<file path="src/sb_pkg.sv">
// Shared sideband constants; bit timing assumes a clock at SB_BIT_CYCLES times the line bit rate
package sb_pkg;

  ////////////////////////////////////////////////////////////////////////////
  // Symbol type and frame codes
  ////////////////////////////////////////////////////////////////////////////

  typedef logic [7:0] sym_t;             // One sideband symbol

  localparam sym_t SB_DLE       = 8'hFE; // Data Link Escape opens every frame
  localparam sym_t SB_ETX       = 8'h40; // End of transaction
  localparam sym_t SB_STX_CMD   = 8'h05; // Start of an AT command
  localparam sym_t SB_STX_RSP   = 8'h04; // Start of an AT response

  // Lane state event codes for LT_fall
  localparam sym_t SB_LSE_LANE0 = 8'h80;
  localparam sym_t SB_LSE_LANE1 = 8'hA0;

  ////////////////////////////////////////////////////////////////////////////
  // CRC-16 over STX through the last data byte
  ////////////////////////////////////////////////////////////////////////////

  localparam logic [15:0] SB_CRC_POLY = 16'h8005;
  localparam logic [15:0] SB_CRC_INIT = 16'hFFFF;

  ////////////////////////////////////////////////////////////////////////////
  // Line timing and frame sizes
  ////////////////////////////////////////////////////////////////////////////

  localparam int SB_BIT_CYCLES = 4;      // Clock cycles per line bit
  localparam int SB_SYM_BITS   = 10;     // Start + 8 data + stop

  // Data bytes carried by an AT response
  localparam int SB_RSP_DATA_BYTES = 3;

endpackage

</file>
<file path="src/sb_symbol_if.sv">
// One frame symbol per valid/ready transfer; sym and last hold steady while valid waits for ready
`timescale 1ns/100ps

interface sb_symbol_if import sb_pkg::*; ();

  logic valid;
  logic ready;
  sym_t sym;
  logic last;   // Final symbol of a frame

  modport producer (
    output valid, sym, last,
    input  ready
  );

  modport consumer (
    input  valid, sym, last,
    output ready
  );

endinterface

</file>
<file path="src/sb_arbiter.sv">
// LT frames win when both peers wait; a started frame keeps the line until its last symbol
`timescale 1ns/100ps

module sb_arbiter (
  input  logic ELEC_vif,
  input  logic reset,
  sb_symbol_if.consumer at_sym,
  sb_symbol_if.consumer lt_sym,
  sb_symbol_if.producer ser_sym
);

  logic locked;     // A frame owns the serializer
  logic grant_lt;   // Owner when locked
  logic sel_lt;

  // Priority only applies between frames
  assign sel_lt = locked ? grant_lt : lt_sym.valid;

  assign ser_sym.valid = sel_lt ? lt_sym.valid : at_sym.valid;
  assign ser_sym.sym   = sel_lt ? lt_sym.sym   : at_sym.sym;
  assign ser_sym.last  = sel_lt ? lt_sym.last  : at_sym.last;

  assign lt_sym.ready  = sel_lt  && ser_sym.ready;
  assign at_sym.ready  = !sel_lt && ser_sym.ready;

  ////////////////////////////////////////////////////////////////////////////
  // Lock engages on the first offered symbol so the offer cannot change
  // under the serializer, and releases with the transfer carrying last
  ////////////////////////////////////////////////////////////////////////////

  always_ff @(posedge ELEC_vif) begin
    if (reset) begin
      locked   <= 1'b0;
      grant_lt <= 1'b0;
    end else if (ser_sym.valid) begin
      locked   <= !(ser_sym.ready && ser_sym.last);
      grant_lt <= sel_lt;
    end
  end

endmodule

</file>
<file path="src/sb_at_framer.sv">
// One AT frame at a time; the request fields are sampled only in the cycle the request is accepted
`timescale 1ns/100ps

module sb_at_framer import sb_pkg::*; (
  input  logic        ELEC_vif,
  input  logic        reset,
  input  logic        at_valid,
  output logic        at_ready,
  input  logic        at_rsp,         // 1 selects a response frame
  input  logic        at_read_write,
  input  logic [7:0]  at_address,
  input  logic [6:0]  at_len,
  input  logic [23:0] at_data,
  sb_symbol_if.producer sym
);

  logic        busy;
  logic [3:0]  idx;         // Position of the presented symbol in the frame
  logic [3:0]  crc_lo_idx;  // Where the CRC low byte sits
  logic        accept;
  logic        xfer;

  logic        rsp_q;
  sym_t        addr_q;
  sym_t        rwlen_q;
  logic [23:0] data_q;
  logic [15:0] crc_q;

  // LSB-first CRC step over one byte
  function automatic logic [15:0] crc_byte(input logic [15:0] crc_in, input sym_t data);
    logic [15:0] c;
    c = crc_in;
    for (int j = 0; j < 8; j++) begin
      if (data[j] ^ c[15]) c = (c << 1) ^ SB_CRC_POLY;
      else                 c = c << 1;
    end
    return c;
  endfunction

  function automatic sym_t bit_rev(input sym_t b);
    sym_t r;
    for (int i = 0; i < 8; i++) r[i] = b[7-i];
    return r;
  endfunction

  assign accept     = at_valid && at_ready;
  assign xfer       = sym.valid && sym.ready;
  assign at_ready   = !busy;
  assign sym.valid  = busy;
  assign crc_lo_idx = rsp_q ? 4'(4 + SB_RSP_DATA_BYTES) : 4'd4;
  assign sym.last   = (idx == crc_lo_idx + 4'd3);

  ////////////////////////////////////////////////////////////////////////////
  // Frame sequencing
  ////////////////////////////////////////////////////////////////////////////

  always_ff @(posedge ELEC_vif) begin
    if (reset) begin
      busy <= 1'b0;
      idx  <= '0;
    end else if (accept) begin
      busy <= 1'b1;
      idx  <= '0;
    end else if (xfer) begin
      if (sym.last) busy <= 1'b0;   // ETX gone, ready for the next request
      idx <= idx + 4'd1;
    end
  end

  // Request capture, data shifting and the running CRC
  always_ff @(posedge ELEC_vif) begin
    if (accept) begin
      rsp_q   <= at_rsp;
      addr_q  <= at_address;
      rwlen_q <= {at_read_write, at_len};
      data_q  <= at_data;
      crc_q   <= SB_CRC_INIT;
    end else if (xfer) begin
      if (idx >= 4'd1 && idx < crc_lo_idx) crc_q <= crc_byte(crc_q, sym.sym);
      if (idx >= 4'd4 && idx < crc_lo_idx) data_q <= data_q >> 8;   // Next byte to the bottom
    end
  end

  always_comb begin
    if (idx == 4'd0)                    sym.sym = SB_DLE;
    else if (idx == 4'd1)               sym.sym = rsp_q ? SB_STX_RSP : SB_STX_CMD;
    else if (idx == 4'd2)               sym.sym = addr_q;
    else if (idx == 4'd3)               sym.sym = rwlen_q;
    else if (idx < crc_lo_idx)          sym.sym = data_q[7:0];
    else if (idx == crc_lo_idx)         sym.sym = bit_rev(crc_q[7:0]);
    else if (idx == crc_lo_idx + 4'd1)  sym.sym = bit_rev(crc_q[15:8]);
    else if (idx == crc_lo_idx + 4'd2)  sym.sym = SB_DLE;
    else                                sym.sym = SB_ETX;
  end

endmodule

</file>
<file path="src/sb_lt_framer.sv">
// Sends one three-symbol LT_fall frame per accepted request; lane is sampled at acceptance
`timescale 1ns/100ps

module sb_lt_framer import sb_pkg::*; (
  input  logic ELEC_vif,
  input  logic reset,
  input  logic lt_valid,
  output logic lt_ready,
  input  logic lt_lane,
  sb_symbol_if.producer sym
);

  logic [1:0] cnt;      // 0 is idle, 1 to 3 select the symbol on offer
  logic       lane_q;
  sym_t       lse;

  assign lt_ready  = (cnt == 2'd0);
  assign sym.valid = (cnt != 2'd0);
  assign sym.last  = (cnt == 2'd3);
  assign lse       = lane_q ? SB_LSE_LANE1 : SB_LSE_LANE0;

  always_ff @(posedge ELEC_vif) begin
    if (reset) begin
      cnt <= 2'd0;
    end else if (lt_valid && lt_ready) begin
      cnt <= 2'd1;
    end else if (sym.valid && sym.ready) begin
      cnt <= cnt + 2'd1;   // Wraps to idle after the inverted LSE
    end
  end

  always_ff @(posedge ELEC_vif) begin
    if (lt_valid && lt_ready) lane_q <= lt_lane;
  end

  always_comb begin
    case (cnt)
      2'd1:    sym.sym = SB_DLE;
      2'd2:    sym.sym = lse;
      default: sym.sym = ~lse;
    endcase
  end

endmodule

</file>
<file path="src/sb_serializer.sv">
// Each symbol leaves LSB first framed by start 0 and stop 1; the line rests at 1 between symbols
`timescale 1ns/100ps

module sb_serializer import sb_pkg::*; (
  input  logic ELEC_vif,
  input  logic reset,
  sb_symbol_if.consumer sym,
  output logic sbtx
);

  logic                             busy;
  logic [SB_SYM_BITS-1:0]           shift_q;   // Bit 0 is on the line
  logic [$clog2(SB_BIT_CYCLES)-1:0] cyc_cnt;   // Cycles into the current bit
  logic [$clog2(SB_SYM_BITS)-1:0]   bit_cnt;   // Bits sent of this symbol
  logic                             bit_end;
  logic                             sym_end;

  assign bit_end = (int'(cyc_cnt) == SB_BIT_CYCLES - 1);
  assign sym_end = bit_end && (int'(bit_cnt) == SB_SYM_BITS - 1);

  // Accept while idle or on the final cycle of a stop bit
  assign sym.ready = !busy || sym_end;
  assign sbtx      = busy ? shift_q[0] : 1'b1;

  always_ff @(posedge ELEC_vif) begin
    if (reset) begin
      busy    <= 1'b0;
      cyc_cnt <= '0;
      bit_cnt <= '0;
    end else if (sym.valid && sym.ready) begin
      busy    <= 1'b1;
      cyc_cnt <= '0;
      bit_cnt <= '0;
    end else if (busy) begin
      if (bit_end) begin
        cyc_cnt <= '0;
        if (sym_end) busy <= 1'b0;
        else         bit_cnt <= bit_cnt + 1'b1;
      end else begin
        cyc_cnt <= cyc_cnt + 1'b1;
      end
    end
  end

  ////////////////////////////////////////////////////////////////////////////
  // Shift word
  ////////////////////////////////////////////////////////////////////////////

  always_ff @(posedge ELEC_vif) begin
    if (sym.valid && sym.ready) begin
      shift_q <= {1'b1, sym.sym, 1'b0};   // Stop, data, start
    end else if (busy && bit_end) begin
      shift_q <= shift_q >> 1;
    end
  end

endmodule

</file>
<file path="src/sb_tx_top.sv">
// Sideband transmitter; each request is held until its ready and only one frame is on the line
`timescale 1ns/100ps

module sb_tx_top (
  input  logic        ELEC_vif,
  input  logic        reset,
  // AT command or response request
  input  logic        at_valid,
  output logic        at_ready,
  input  logic        at_rsp,
  input  logic        at_read_write,
  input  logic [7:0]  at_address,
  input  logic [6:0]  at_len,
  input  logic [23:0] at_data,
  // LT_fall request
  input  logic        lt_valid,
  output logic        lt_ready,
  input  logic        lt_lane,
  output logic        sbtx
);

  sb_symbol_if at_sym ();
  sb_symbol_if lt_sym ();
  sb_symbol_if ser_sym ();

  sb_at_framer u_at_framer (
    .ELEC_vif      (ELEC_vif),
    .reset         (reset),
    .at_valid      (at_valid),
    .at_ready      (at_ready),
    .at_rsp        (at_rsp),
    .at_read_write (at_read_write),
    .at_address    (at_address),
    .at_len        (at_len),
    .at_data       (at_data),
    .sym           (at_sym.producer)
  );

  sb_lt_framer u_lt_framer (
    .ELEC_vif (ELEC_vif),
    .reset    (reset),
    .lt_valid (lt_valid),
    .lt_ready (lt_ready),
    .lt_lane  (lt_lane),
    .sym      (lt_sym.producer)
  );

  sb_arbiter u_arbiter (
    .ELEC_vif (ELEC_vif),
    .reset    (reset),
    .at_sym   (at_sym.consumer),
    .lt_sym   (lt_sym.consumer),
    .ser_sym  (ser_sym.producer)
  );

  sb_serializer u_serializer (
    .ELEC_vif (ELEC_vif),
    .reset    (reset),
    .sym      (ser_sym.consumer),
    .sbtx     (sbtx)
  );

endmodule
</file>
<file path="config.mk">
export PLATFORM = sky130hd
export DESIGN_NAME = sb_tx_top
export DESIGN_NICKNAME = d
export VERILOG_FILES = /design/src/sb_pkg.sv /design/src/sb_symbol_if.sv /design/src/sb_arbiter.sv /design/src/sb_at_framer.sv /design/src/sb_lt_framer.sv /design/src/sb_serializer.sv /design/src/sb_tx_top.sv
export SDC_FILE = /design/constraint.sdc
export NUM_CORES = 1
export LEC_CHECK = 0
export ABC_AREA = 1
export CAP_MARGIN = 20
export CORE_ASPECT_RATIO = 1.5
export CORE_MARGIN = 4
export CORE_UTILIZATION = 57
export CTS_CLUSTER_DIAMETER = 200
export DETAILED_ROUTE_END_ITERATION = 10
export DONT_BUFFER_PORTS = 1
export PLACE_DENSITY = 0.82
export SYNTH_ARGS = -nofsm -noshare
export SYNTH_HDL_FRONTEND = slang
export SYNTH_HIERARCHICAL = 1
export SYNTH_SLANG_ARGS = --single-unit
</file>
<file path="constraint.sdc">
create_clock -name ELEC_vif -period 3.8 [get_ports ELEC_vif]
set_input_delay 0.57 -clock ELEC_vif [delete_from_list [all_inputs] [get_ports ELEC_vif]]
set_output_delay 0.57 -clock ELEC_vif [all_outputs]
set_load 0.02 [all_outputs]
</file>
==> results of run 1 <==
-- final timing paths --
path                                        startpoint  slack (ns)                                    to  cells past startpoint
setup reg to reg           u_at_framer/rsp_q$_DFFE_PP_        0.64     u_at_framer/crc_q[0]$_SDFFE_PP1P_                     23
hold / removal                                   reset        0.28          u_serializer/busy$_SDFF_PP0_                      1
hold reg to reg   u_serializer/shift_q[9]$_SDFFE_PP1P_        0.46  u_serializer/shift_q[9]$_SDFFE_PP1P_                      2
setup / recovery           u_at_framer/rsp_q$_DFFE_PP_        0.64     u_at_framer/crc_q[0]$_SDFFE_PP1P_                     23
-- state kept, by name, summed over array words and instances, names as in the netlist, 2 cells and up --
register / flops
u_serializer/bit_cnt: 4
u_serializer/cyc_cnt: 2
u_at_framer/addr_q: 8
u_lt_framer/cnt: 2
u_at_framer/data_q: 24
u_at_framer/crc_q: 16
u_at_framer/rwlen_q: 8
u_serializer/shift_q: 10
u_at_framer/idx: 4
-- per-stage QoR --
step | power (mW) | instance area [um2] | utilization (%) | setup WS [ns] | hold WS (ns)
final | 2.570 | 5056 | 63.14 | 0.6352 | 0.2790
after global routing | 2.704 | 5056 | 63.14 | 0.3037 | 0.2696
after CTS | 2.582 | 5056 | 63.14 | 0.6784 | 0.2680
after detailed placement | 1.614 | 4725 | 59.00 | 0.6977 | 0.4457
after global placement | 1.594 | 4725 | 59.00 | 0.7953 | 0.4424
after floorplan | 1.514 | 4652 | - | 0.2186 | 0.4268
-- routing by layer --
layer	routed length, um	track usage (%)	vias up	share of wire (%)
li1	-	-	1961	-
met1	3814	23.94	1741	37
met2	5410	39.98	159	53
met3	551	4.421	39	5.4
met4	403	15.07	0	4.0
met5	0	0	-	0
-- report_power, final --
group          total [mW]  leakage [nW]  switching (mW)  internal, mW
Sequential           1.12         0.761          0.0546          1.06
Clock               0.962         0.163           0.376         0.587
Combinational       0.488          1.49           0.335         0.152
Total                2.57          2.41           0.766          1.80
-- layout make-up --
class / instances / area [um2] / share of cell area (%)
Tap cell: 105 / 131.4 / 2.598
Clock buffer: 9 / 225.2 / 4.454
Multi-Input combinational cell: 434 / 2096 / 41.45
Inverter: 78 / 292.8 / 5.791
Clock inverter: 7 / 106.4 / 2.103
Timing Repair Buffer: 3 / 22.52 / 0.4454
Sequential cell: 84 / 2182 / 43.16
-- critical path, delay by kind of cell, from the launching register on --
family	cells	cell delay, ns
buffers and inverters	3	0.29
and+or+nand+nor	17	1.70
DFF	1	0.40
adders and majority gates	1	0.32
AOI/OAI and AO/OA	2	0.30
==> run_results.csv, run 1 <==
group,metric,value,unit
power_and_ir_drop,ir_drop,0.5185,mV
critical_path,cp_slowest_stage_delay,0.40,ns
critical_path,crit_path_top_delay_cell,"edfxtp_1",
min_path,hold_class,"input pin to flip-flop",
grt,antenna_found_initial,0,
timing,finalCriticalPeriod,3.165,ns
cells_and_area,num_antenna_cells,0,
synth,synth_nets,673,
placement,port_buffers,0,
clock_tree,cts_resized,0,
cells_and_area,drive_gt1_share,9.593,%
placement,dp.cells,704,
job,cap_violations,0,
critical_path,cp_common_cell,"nand2_1",
clock_tree,cts_buffers,9,
clock_tree,hold_buffers,0,
grt,track_usage,22.93,%
synth,syn_avg_cell_area,7.576,um2
cells_and_area,syn_to_final_growth,8.687,%
synth,synth_area,4652,um2
clock_tree,cts_setup_buffers,0,
cells_and_area,layout_common_cells,"nand2_1 (231), inv_1 (68), nand3_1 (50), edfxtp_1 (50), nor2_1 (35)",
placement,dp_hpwl,7477,um
floorplanning,start_util,58.09,%
outcome,status,"completed",
route,wl,10180,um
critical_path,crit_path_end_kind,"flip-flop",
critical_path,path_class,"flip-flop to flip-flop",
synth,synth_cells,614,
clock_tree,clkSlewWorstSetupHoldPaths,0.06,ns
cells_and_area,mostFrequentLayoutCell,"nand2_1",
timing,relSlewSlack,59.89,%
timing,post-route-period-util,83.28,%
critical_path,required,4.00,ns
route,dr.pass1.iters,5,
floorplanning,dieHeight,118.6,um
critical_path,start_kind,"flip-flop",
power_and_ir_drop,leakage,2.413,nW
critical_path,crit_path_cell_trace,"inv_1 > ha_1 > nand4_1 > nand2_1 > inv_2 > nand2_1 > nand2_1 > inv_1 > nand2_1 > nand2_1 > nand2_1 > a21boi_1 > nand3_2 > nand2_1 > nand2_1 > nand2_2 > nand2_1 > nand3_1 > nand2_1 > nand2_1 > nand2_1 > nand2_1 > o211ai_1",
route,via_per_inst,5.417,
timing,timing.setup.tns,0,ns
grt,grt_pass1_vias,3936,
route,vias,3900,
critical_path,cp_max_fo,12,
clock_tree,insertion_delay,0.35,ns
timing,setup_viol,0,
route,drtIter0Drc,273,
floorplanning,pin_count,49,
placement,gp_congestion,0.9456,
clock_tree,cts.sinks,84,
timing,hold_viol,0,
clock_tree,cts_max_path_buffers,2,
floorplanning,num_rows,40,
grt,grt_max_degree,49,
timing,skew,0.007388,ns
grt,grt_pass1_wl,17270,um
route,postRouteAntennaNets,0,
cells_and_area,fill_cells,680,
cells_and_area,final_cells,720,
critical_path,crit_arrival,3.36,ns
timing,rsz0062_at_grt,"no",
route,drc_errors,0,
power_and_ir_drop,power_density,508.2,nW/um2
timing,max_freq,316.0,MHz
floorplanning,coreArea,8008,um2
clock_tree,cts_tree,"done",
route,wl_per_cell,14.14,um
synth,ys_warn_count,6,
timing,finalMaxSlewViolations,0,
floorplanning,die-width,81.76,um
timing,tightest_slew,0.6002,ns
cells_and_area,nets,669,
clock_tree,clockRootBuffer,"clkbuf_16",
grt,grt_overflow,0,
floorplanning,dieArea,9700,um2
clock_tree,htree_levels,3,
(Power assumes the default switching activity.)
==> run 2, diff against run 1 <==
--- a/config.mk
+++ b/config.mk
@@ -13,7 +13,7 @@
 export CTS_CLUSTER_DIAMETER = 200
 export DETAILED_ROUTE_END_ITERATION = 10
 export DONT_BUFFER_PORTS = 1
-export PLACE_DENSITY = 0.82
+export PLACE_DENSITY = 0.85
 export SYNTH_ARGS = -nofsm -noshare
 export SYNTH_HDL_FRONTEND = slang
 export SYNTH_HIERARCHICAL = 1
==> constraint.sdc (replaced) <==
create_clock -name ELEC_vif -period 2.9 [get_ports ELEC_vif]
set_input_delay 0.435 -clock ELEC_vif [delete_from_list [all_inputs] [get_ports ELEC_vif]]
set_output_delay 0.435 -clock ELEC_vif [all_outputs]
set_load 0.02 [all_outputs]
==> run_results.csv, run 2 (synthesis gave the netlist of run 1 again) <==
group,metric,value,unit
outcome,status,"finished, violations left",
outcome,violations,"setup timing",
power_and_ir_drop,power,3.495,mW
route,drtIter0Drc,429,
route,postRouteAntennaNets,0,
critical_path,start_kind,"flip-flop",
timing,skew,0.008702,ns
route,vias,4064,
placement,preCtsSetupSlack,0.01464,ns
timing,post-route-period-util,100.3,%
timing,finalCriticalPeriod,2.907,ns
power_and_ir_drop,internal_power,2.368,mW
grt,grt_pass1_wl,17210,um
cells_and_area,syn_to_final_growth,16.35,%
min_path,min_from,"reset",
cells_and_area,layout_common_cells,"nand2_1 (199), inv_1 (63), edfxtp_1 (50), nand3_1 (38), nand2_2 (35)",
clock_tree,cts.sinks,84,
cells_and_area,nets,685,
cells_and_area,fill_cells,612,
cells_and_area,regMostFlops,"u_at_framer/data_q",
power_and_ir_drop,leakage,2.523,nW
cells_and_area,drive_gt1_share,20.13,%
cells_and_area,multi_input_area,2354,um2
critical_path,cp_common_cell,"nand2_2",
critical_path,path_class,"flip-flop to flip-flop",
grt,grt_pass1_vias,3938,
grt,track_usage,22.61,%
timing,relSlewSlack,64.25,%
critical_path,cp_slowest_stage_delay,0.44,ns
timing,rsz0062_at_grt,"yes",
clock_tree,cts_buffers,9,
placement,gp_congestion,1.023,
route,via_per_inst,5.522,
timing,finalMaxSlewViolations,0,
critical_path,required,3.14,ns
floorplanning,dieArea,9700,um2
critical_path,reg2regPathDepth,25,
power_and_ir_drop,switchingPower,1.127,mW
power_and_ir_drop,power_frac_seq,42.2,%
grt,grt_overflow,0,
critical_path,crit_path_end_kind,"flip-flop",
clock_tree,cts_tree,"done",
placement,dp_hpwl,7532,um
timing,hold_viol,0,
clock_tree,cts_max_path_buffers,2,
route,drc_errors,0,
cells_and_area,reg.largest.list,"u_at_framer/data_q: 24 flops, u_at_framer/crc_q: 16 flops, u_serializer/shift_q: 10 flops",
timing,max_freq,343.9,MHz
clock_tree,insertion_delay,0.34,ns
timing,setup_ws,-0.007449,ns
route,wl_per_cell,15.09,um
floorplanning,coreArea,8008,um2
critical_path,cp_max_fo,6,
timing,whs,0.1504,ns
grt,antenna_found_initial,0,
placement,dp.cells,711,
cells_and_area,largest_reg_flops,24,
cells_and_area,regArea,2183,um2
grt,grt_max_degree,48,
floorplanning,dieHeight,118.6,um
clock_tree,htree_levels,3,
timing,tightest_slew,0.5362,ns
critical_path,path_delay_family,"simple AND/OR/NAND/NOR gates",
min_path,hold_class,"input pin to flip-flop",
timing,setup_viol,1,
cells_and_area,mostFrequentLayoutCell,"nand2_1",
floorplanning,pin_count,49,
route,dr.pass1.iters,5,
min_path,hold_path_depth,1,
clock_tree,clkSlewWorstSetupHoldPaths,0.06,ns
clock_tree,clockRootBuffer,"clkbuf_16",
critical_path,crit_path_top_delay_cell,"edfxtp_1",
critical_path,rrSetupSlack,-0.007,ns
power_and_ir_drop,p_sw_share,32.25,%
cells_and_area,num_antenna_cells,0,
critical_path,crit_buf_inv,3,
clock_tree,hold_buffers,0,
power_and_ir_drop,ir_drop,0.5763,mV
critical_path,worst_r2r_endpoint,"u_at_framer/crc_q[15]$_SDFFE_PP1P_",
floorplanning,die-width,81.76,um
placement,port_buffers,0,
power_and_ir_drop,pwr-share-clk,32.7,%
job,cap_violations,0,
min_path,hold_path_end,"u_serializer/busy$_SDFF_PP0_",
critical_path,crit_arrival,3.14,ns
route,wl,11110,um
cells_and_area,final_cells,736,
floorplanning,num_rows,40,
critical_path,crit-reg2reg-launch,"u_at_framer/rsp_q$_DFFE_PP_",
power_and_ir_drop,power_density,645.6,nW/um2
power_and_ir_drop,combPwrFrac,25.1,%
floorplanning,start_util,58.09,%
## run 2: worst max path at each step
stage / end / slack [ns] / from / cells after the start
finish: u_at_framer/crc_q[15]$_SDFFE_PP1P_ / -0.007 / u_at_framer/rsp_q$_DFFE_PP_ / 25
global route: u_at_framer/crc_q[15]$_SDFFE_PP1P_ / -0.22 / u_at_framer/rsp_q$_DFFE_PP_ / 25
CTS: u_at_framer/crc_q[15]$_SDFFE_PP1P_ / 0.07 / u_at_framer/rsp_q$_DFFE_PP_ / 26
detailed placement: u_at_framer/crc_q[15]$_SDFFE_PP1P_ / 0.01 / u_at_framer/rsp_q$_DFFE_PP_ / 27
global placement: u_at_framer/crc_q[15]$_SDFFE_PP1P_ / 0.15 / u_at_framer/idx[0]$_SDFFE_PP0P_ / 26
floorplan: u_at_framer/data_q[0]$_DFFE_PP_ / 0.06 / u_lt_framer/cnt[0]$_SDFFE_PP0P_ / 8
## run 2: layout make-up
cell class	count	area share (%)
Clock inverter	7	1.364
Timing Repair Buffer	19	2.774
Sequential cell	84	40.34
Tap cell	105	2.427
Inverter	78	5.455
Clock buffer	9	4.161
Multi-Input combinational cell	434	43.48
## run 2: power groups by stage
stage / Combinational [mW] / Clock (mW) / Sequential (mW)
finish: 0.876 / 1.14 / 1.47
global placement: 0.615 / 0 / 1.48
floorplan: 0.518 / 0 / 1.47
global route: 0.966 / 1.22 / 1.48
detailed placement: 0.639 / 0 / 1.49
CTS: 0.647 / 1.16 / 1.47
## run 2: layer usage
metal	vias to the layer above	part of all wire [%]	GRT usage, %
li1	1989	-	-
met1	1844	36	24.35
met2	178	54	39.78
met3	53	6.5	5.335
met4	0	4.1	11.23
met5	-	0	0
## run 2: timing repair
item	in CTS	in global routing
endpoints found under the setup margin	2	3
pin swaps	0	17
buffers inserted	0	9
gates resized for setup	3	68
## run 2: through the flow
step / setup TNS [ns] / instance area, um2 / utilization [%]
floorplan: 0 / 4657 / -
global placement: 0 / 4777 / 59.66
detailed placement: 0 / 4777 / 59.66
CTS: 0 / 5082 / 63.47
global route: -0.5568 / 5413 / 67.59
finish: -0.007449 / 5413 / 67.59
==> run 3, diff against run 2 <==
--- a/config.mk
+++ b/config.mk
@@ -5,7 +5,6 @@
 export SDC_FILE = /design/constraint.sdc
 export NUM_CORES = 1
 export LEC_CHECK = 0
-export ABC_AREA = 1
 export CAP_MARGIN = 20
 export CORE_ASPECT_RATIO = 1.5
 export CORE_MARGIN = 4
==> run_results.csv, run 3 <==
group,metric,value,unit
outcome,status,"finished, violations left",
outcome,violations,"setup timing",
timing,setup_viol,3,
floorplanning,coreArea,7958,um2
clock_tree,htree_levels,3,
grt,grt_pass1_vias,3750,
critical_path,start_kind,"flip-flop",
critical_path,cp_slowest_stage_delay,0.50,ns
clock_tree,hold_buffers,0,
cells_and_area,largest_reg_flops,24,
grt,track_usage,25.18,%
clock_tree,cts.sinks,84,
timing,setup_ws,-0.4522,ns
cells_and_area,nets,581,
route,postRouteAntennaNets,0,
synth,synth_area,4641,um2
timing,tightest_slew,0.6149,ns
synth,synth_nets,515,
placement,port_buffers,0,
critical_path,cp_common_cell,"xor2_2",
clock_tree,clockRootBuffer,"clkbuf_16",
floorplanning,start_util,58.32,%
critical_path,crit_arrival,3.63,ns
grt,grt_overflow,0,
critical_path,path_class,"flip-flop to flip-flop",
placement,gp_congestion,0.9818,
power_and_ir_drop,power_density,577.5,nW/um2
synth,yosys.cell_types.count,77,
floorplanning,dieHeight,118.5,um
critical_path,crit_path_end_kind,"flip-flop",
clock_tree,insertion_delay,0.34,ns
synth,ys_top_cells_by_area,"edfxtp_1 (32%), dfxtp_1 (15%), nand2_1 (6.3%)",
power_and_ir_drop,leakage,2.365,nW
clock_tree,cts_buffers,9,
synth,synth.top_cell.area_share,32.35,%
cells_and_area,layout_common_cells,"buf_4 (78), nand2_1 (78), edfxtp_1 (50), dfxtp_1 (33), nor2_1 (22)",
cells_and_area,final_cells,632,
clock_tree,clkSlewWorstSetupHoldPaths,0.06,ns
critical_path,worst_r2r_endpoint,"u_at_framer/crc_q[15]$_SDFFE_PP1P_",
timing,timing.setup.tns,-0.8766,ns
min_path,hold_path_end,"u_lt_framer/cnt[0]$_SDFFE_PP0P_",
synth,synth_most_common_cell,"nand2_1",
synth,ys_async_sr_fraction,0,%
timing,skew,0.006821,ns
synth,ys_warn_count,6,
cells_and_area,syn_to_final_growth,22.97,%
min_path,min_from,"reset",
job,cap_violations,0,
synth,synth_cells,456,
cells_and_area,reg.largest.list,"u_at_framer/data_q: 24 flops, u_at_framer/crc_q: 16 flops, u_serializer/shift_q: 10 flops",
synth,synth_edf_count,50,
timing,hold_viol,0,
synth,synthTopCellsByCount,"nand2_1 (78), edfxtp_1 (50), dfxtp_1 (34), inv_1 (22), nor2_1 (22)",
route,dr.pass1.iters,5,
route,wl_per_cell,18.64,um
cells_and_area,num_antenna_cells,0,
critical_path,crit_path_cell_trace,"inv_2 > ha_4 > buf_4 > nand2b_4 > a21oi_1 > o2bb2ai_1 > o22ai_2 > xor2_2 > xnor2_1 > xnor3_2 > xor2_2 > or3_1 > nand3_1",
route,vias,3697,
clock_tree,cts_max_path_buffers,2,
timing,max_freq,298.3,MHz
power_and_ir_drop,ir_drop,0.4520,mV
synth,syn_avg_cell_area,10.18,um2
route,wl,11780,um
critical_path,reg2regPathDepth,13,
critical_path,crit_path_top_delay_cell,"xnor3_2",
placement,dp_hpwl,8659,um
critical_path,rrSetupSlack,-0.45,ns
route,drtIter0Drc,206,
synth,synth_seq_cells,84,
critical_path,crit-reg2reg-launch,"u_at_framer/rsp_q$_DFFE_PP_",
floorplanning,pin_count,49,
route,drc_errors,0,
power_and_ir_drop,power,3.296,mW
min_path,hold_class,"input pin to flip-flop",
synth,yosysSeqAreaShare,47.02,%
synth,synthFlopType,"edfxtp_1",
placement,dp.cells,605,
floorplanning,die-width,81.68,um
route,via_per_inst,5.850,
cells_and_area,drive_gt1_share,28.08,%
synth,yosysTopAreaCell,"edfxtp_1",
grt,grt_max_degree,40,
timing,post-route-period-util,115.6,%
timing,rsz0062_at_grt,"yes",
min_path,hold_path_depth,1,
critical_path,cp_max_fo,5,
timing,relSlewSlack,59.00,%
floorplanning,num_rows,40,
timing,finalCriticalPeriod,3.352,ns
grt,antenna_found_initial,0,
timing,finalMaxSlewViolations,0,
cells_and_area,regMostFlops,"u_at_framer/data_q",
critical_path,required,3.18,ns
grt,grt_pass1_wl,18230,um
floorplanning,dieArea,9679,um2
clock_tree,cts_tree,"done",
run 3: worst max-delay path, delay by kind of cell (launching register included):
family,cells,cell delay [ns]
adder cells (fa/ha/maj),1,0.28
AO/OA/AOI/OAI,3,0.76
XOR/XNOR,4,1.12
buffers and inverters,2,0.18
AND/OR/NAND/NOR,3,0.50
flip-flops,1,0.43
run 3: stage by stage:
stage | utilization (%) | cell area [um2] | setup WS, ns | hold slack, ns
2_1_floorplan | - | 4664 | -0.2641 | 0.4269
3_3_place_gp | 65.19 | 5187 | -0.2580 | 0.4371
3_5_place_dp | 65.19 | 5187 | -0.3481 | 0.4453
4_1_cts | 69.95 | 5567 | -0.3828 | 0.1463
5_1_grt | 71.71 | 5707 | -0.5358 | 0.1491
6_report | 71.71 | 5707 | -0.4522 | 0.1511
run 3: how the worst max path moves through the flow:
stage | slack (ns) | endpoint | from
5_1_grt | -0.54 | u_at_framer/crc_q[15]$_SDFFE_PP1P_ | u_at_framer/idx[1]$_SDFFE_PP0P_
2_1_floorplan | -0.26 | u_at_framer/crc_q[15]$_SDFFE_PP1P_ | u_at_framer/rsp_q$_DFFE_PP_
3_3_place_gp | -0.26 | u_at_framer/crc_q[15]$_SDFFE_PP1P_ | u_at_framer/rsp_q$_DFFE_PP_
4_1_cts | -0.38 | u_at_framer/crc_q[15]$_SDFFE_PP1P_ | u_at_framer/rsp_q$_DFFE_PP_
6_report | -0.45 | u_at_framer/crc_q[15]$_SDFFE_PP1P_ | u_at_framer/rsp_q$_DFFE_PP_
3_5_place_dp | -0.35 | u_at_framer/crc_q[15]$_SDFFE_PP1P_ | u_at_framer/rsp_q$_DFFE_PP_
run 3: final cells by class:
| type | instances | area [um2] |
|---|---|---|
| Fill cell | 553 | 2251 |
| Multi-Input combinational cell | 324 | 2357 |
| Tap cell | 105 | 131.4 |
| Timing Repair Buffer | 81 | 635.6 |
| Sequential cell | 84 | 2183 |
| Inverter | 22 | 82.58 |
| Clock inverter | 7 | 91.34 |
| Clock buffer | 9 | 225.2 |
run 3: kinds of logic (layout without fill, tap and decap cells):
logic type / count (synthesis) / in the layout / synth area share, %
AO/OA/AOI/OAI: 109 / 109 / 18.33
XOR/XNOR: 18 / 18 / 4.179
adder cells (fa/ha/maj): 13 / 13 / 3.505
buffers and inverters: 48 / 119 / 4.664
flip-flops: 84 / 84 / 47.02
multiplexers: 26 / 26 / 6.012
AND/OR/NAND/NOR: 158 / 158 / 16.28
run 3: timing repair:
action	in CTS	in global routing
gates resized for setup	6	13
setup buffers	4	6
setup endpoints to repair	3	5
pin swaps	5	4
run 3: power by group:
group / internal, mW / total [mW] / switching, mW
Sequential: 1.37 / 1.44 / 0.0656
Combinational: 0.322 / 0.654 / 0.332
Clock: 0.749 / 1.21 / 0.456
run 3: metal layers:
metal  part of all wire (%)  up-vias  track usage (%)
met5                      0        -                0
met4                    5.4        0            15.38
met3                    4.7       44            4.573
met2                     53      134            43.27
met1                     37     1738            27.81
li1                       -     1781                -
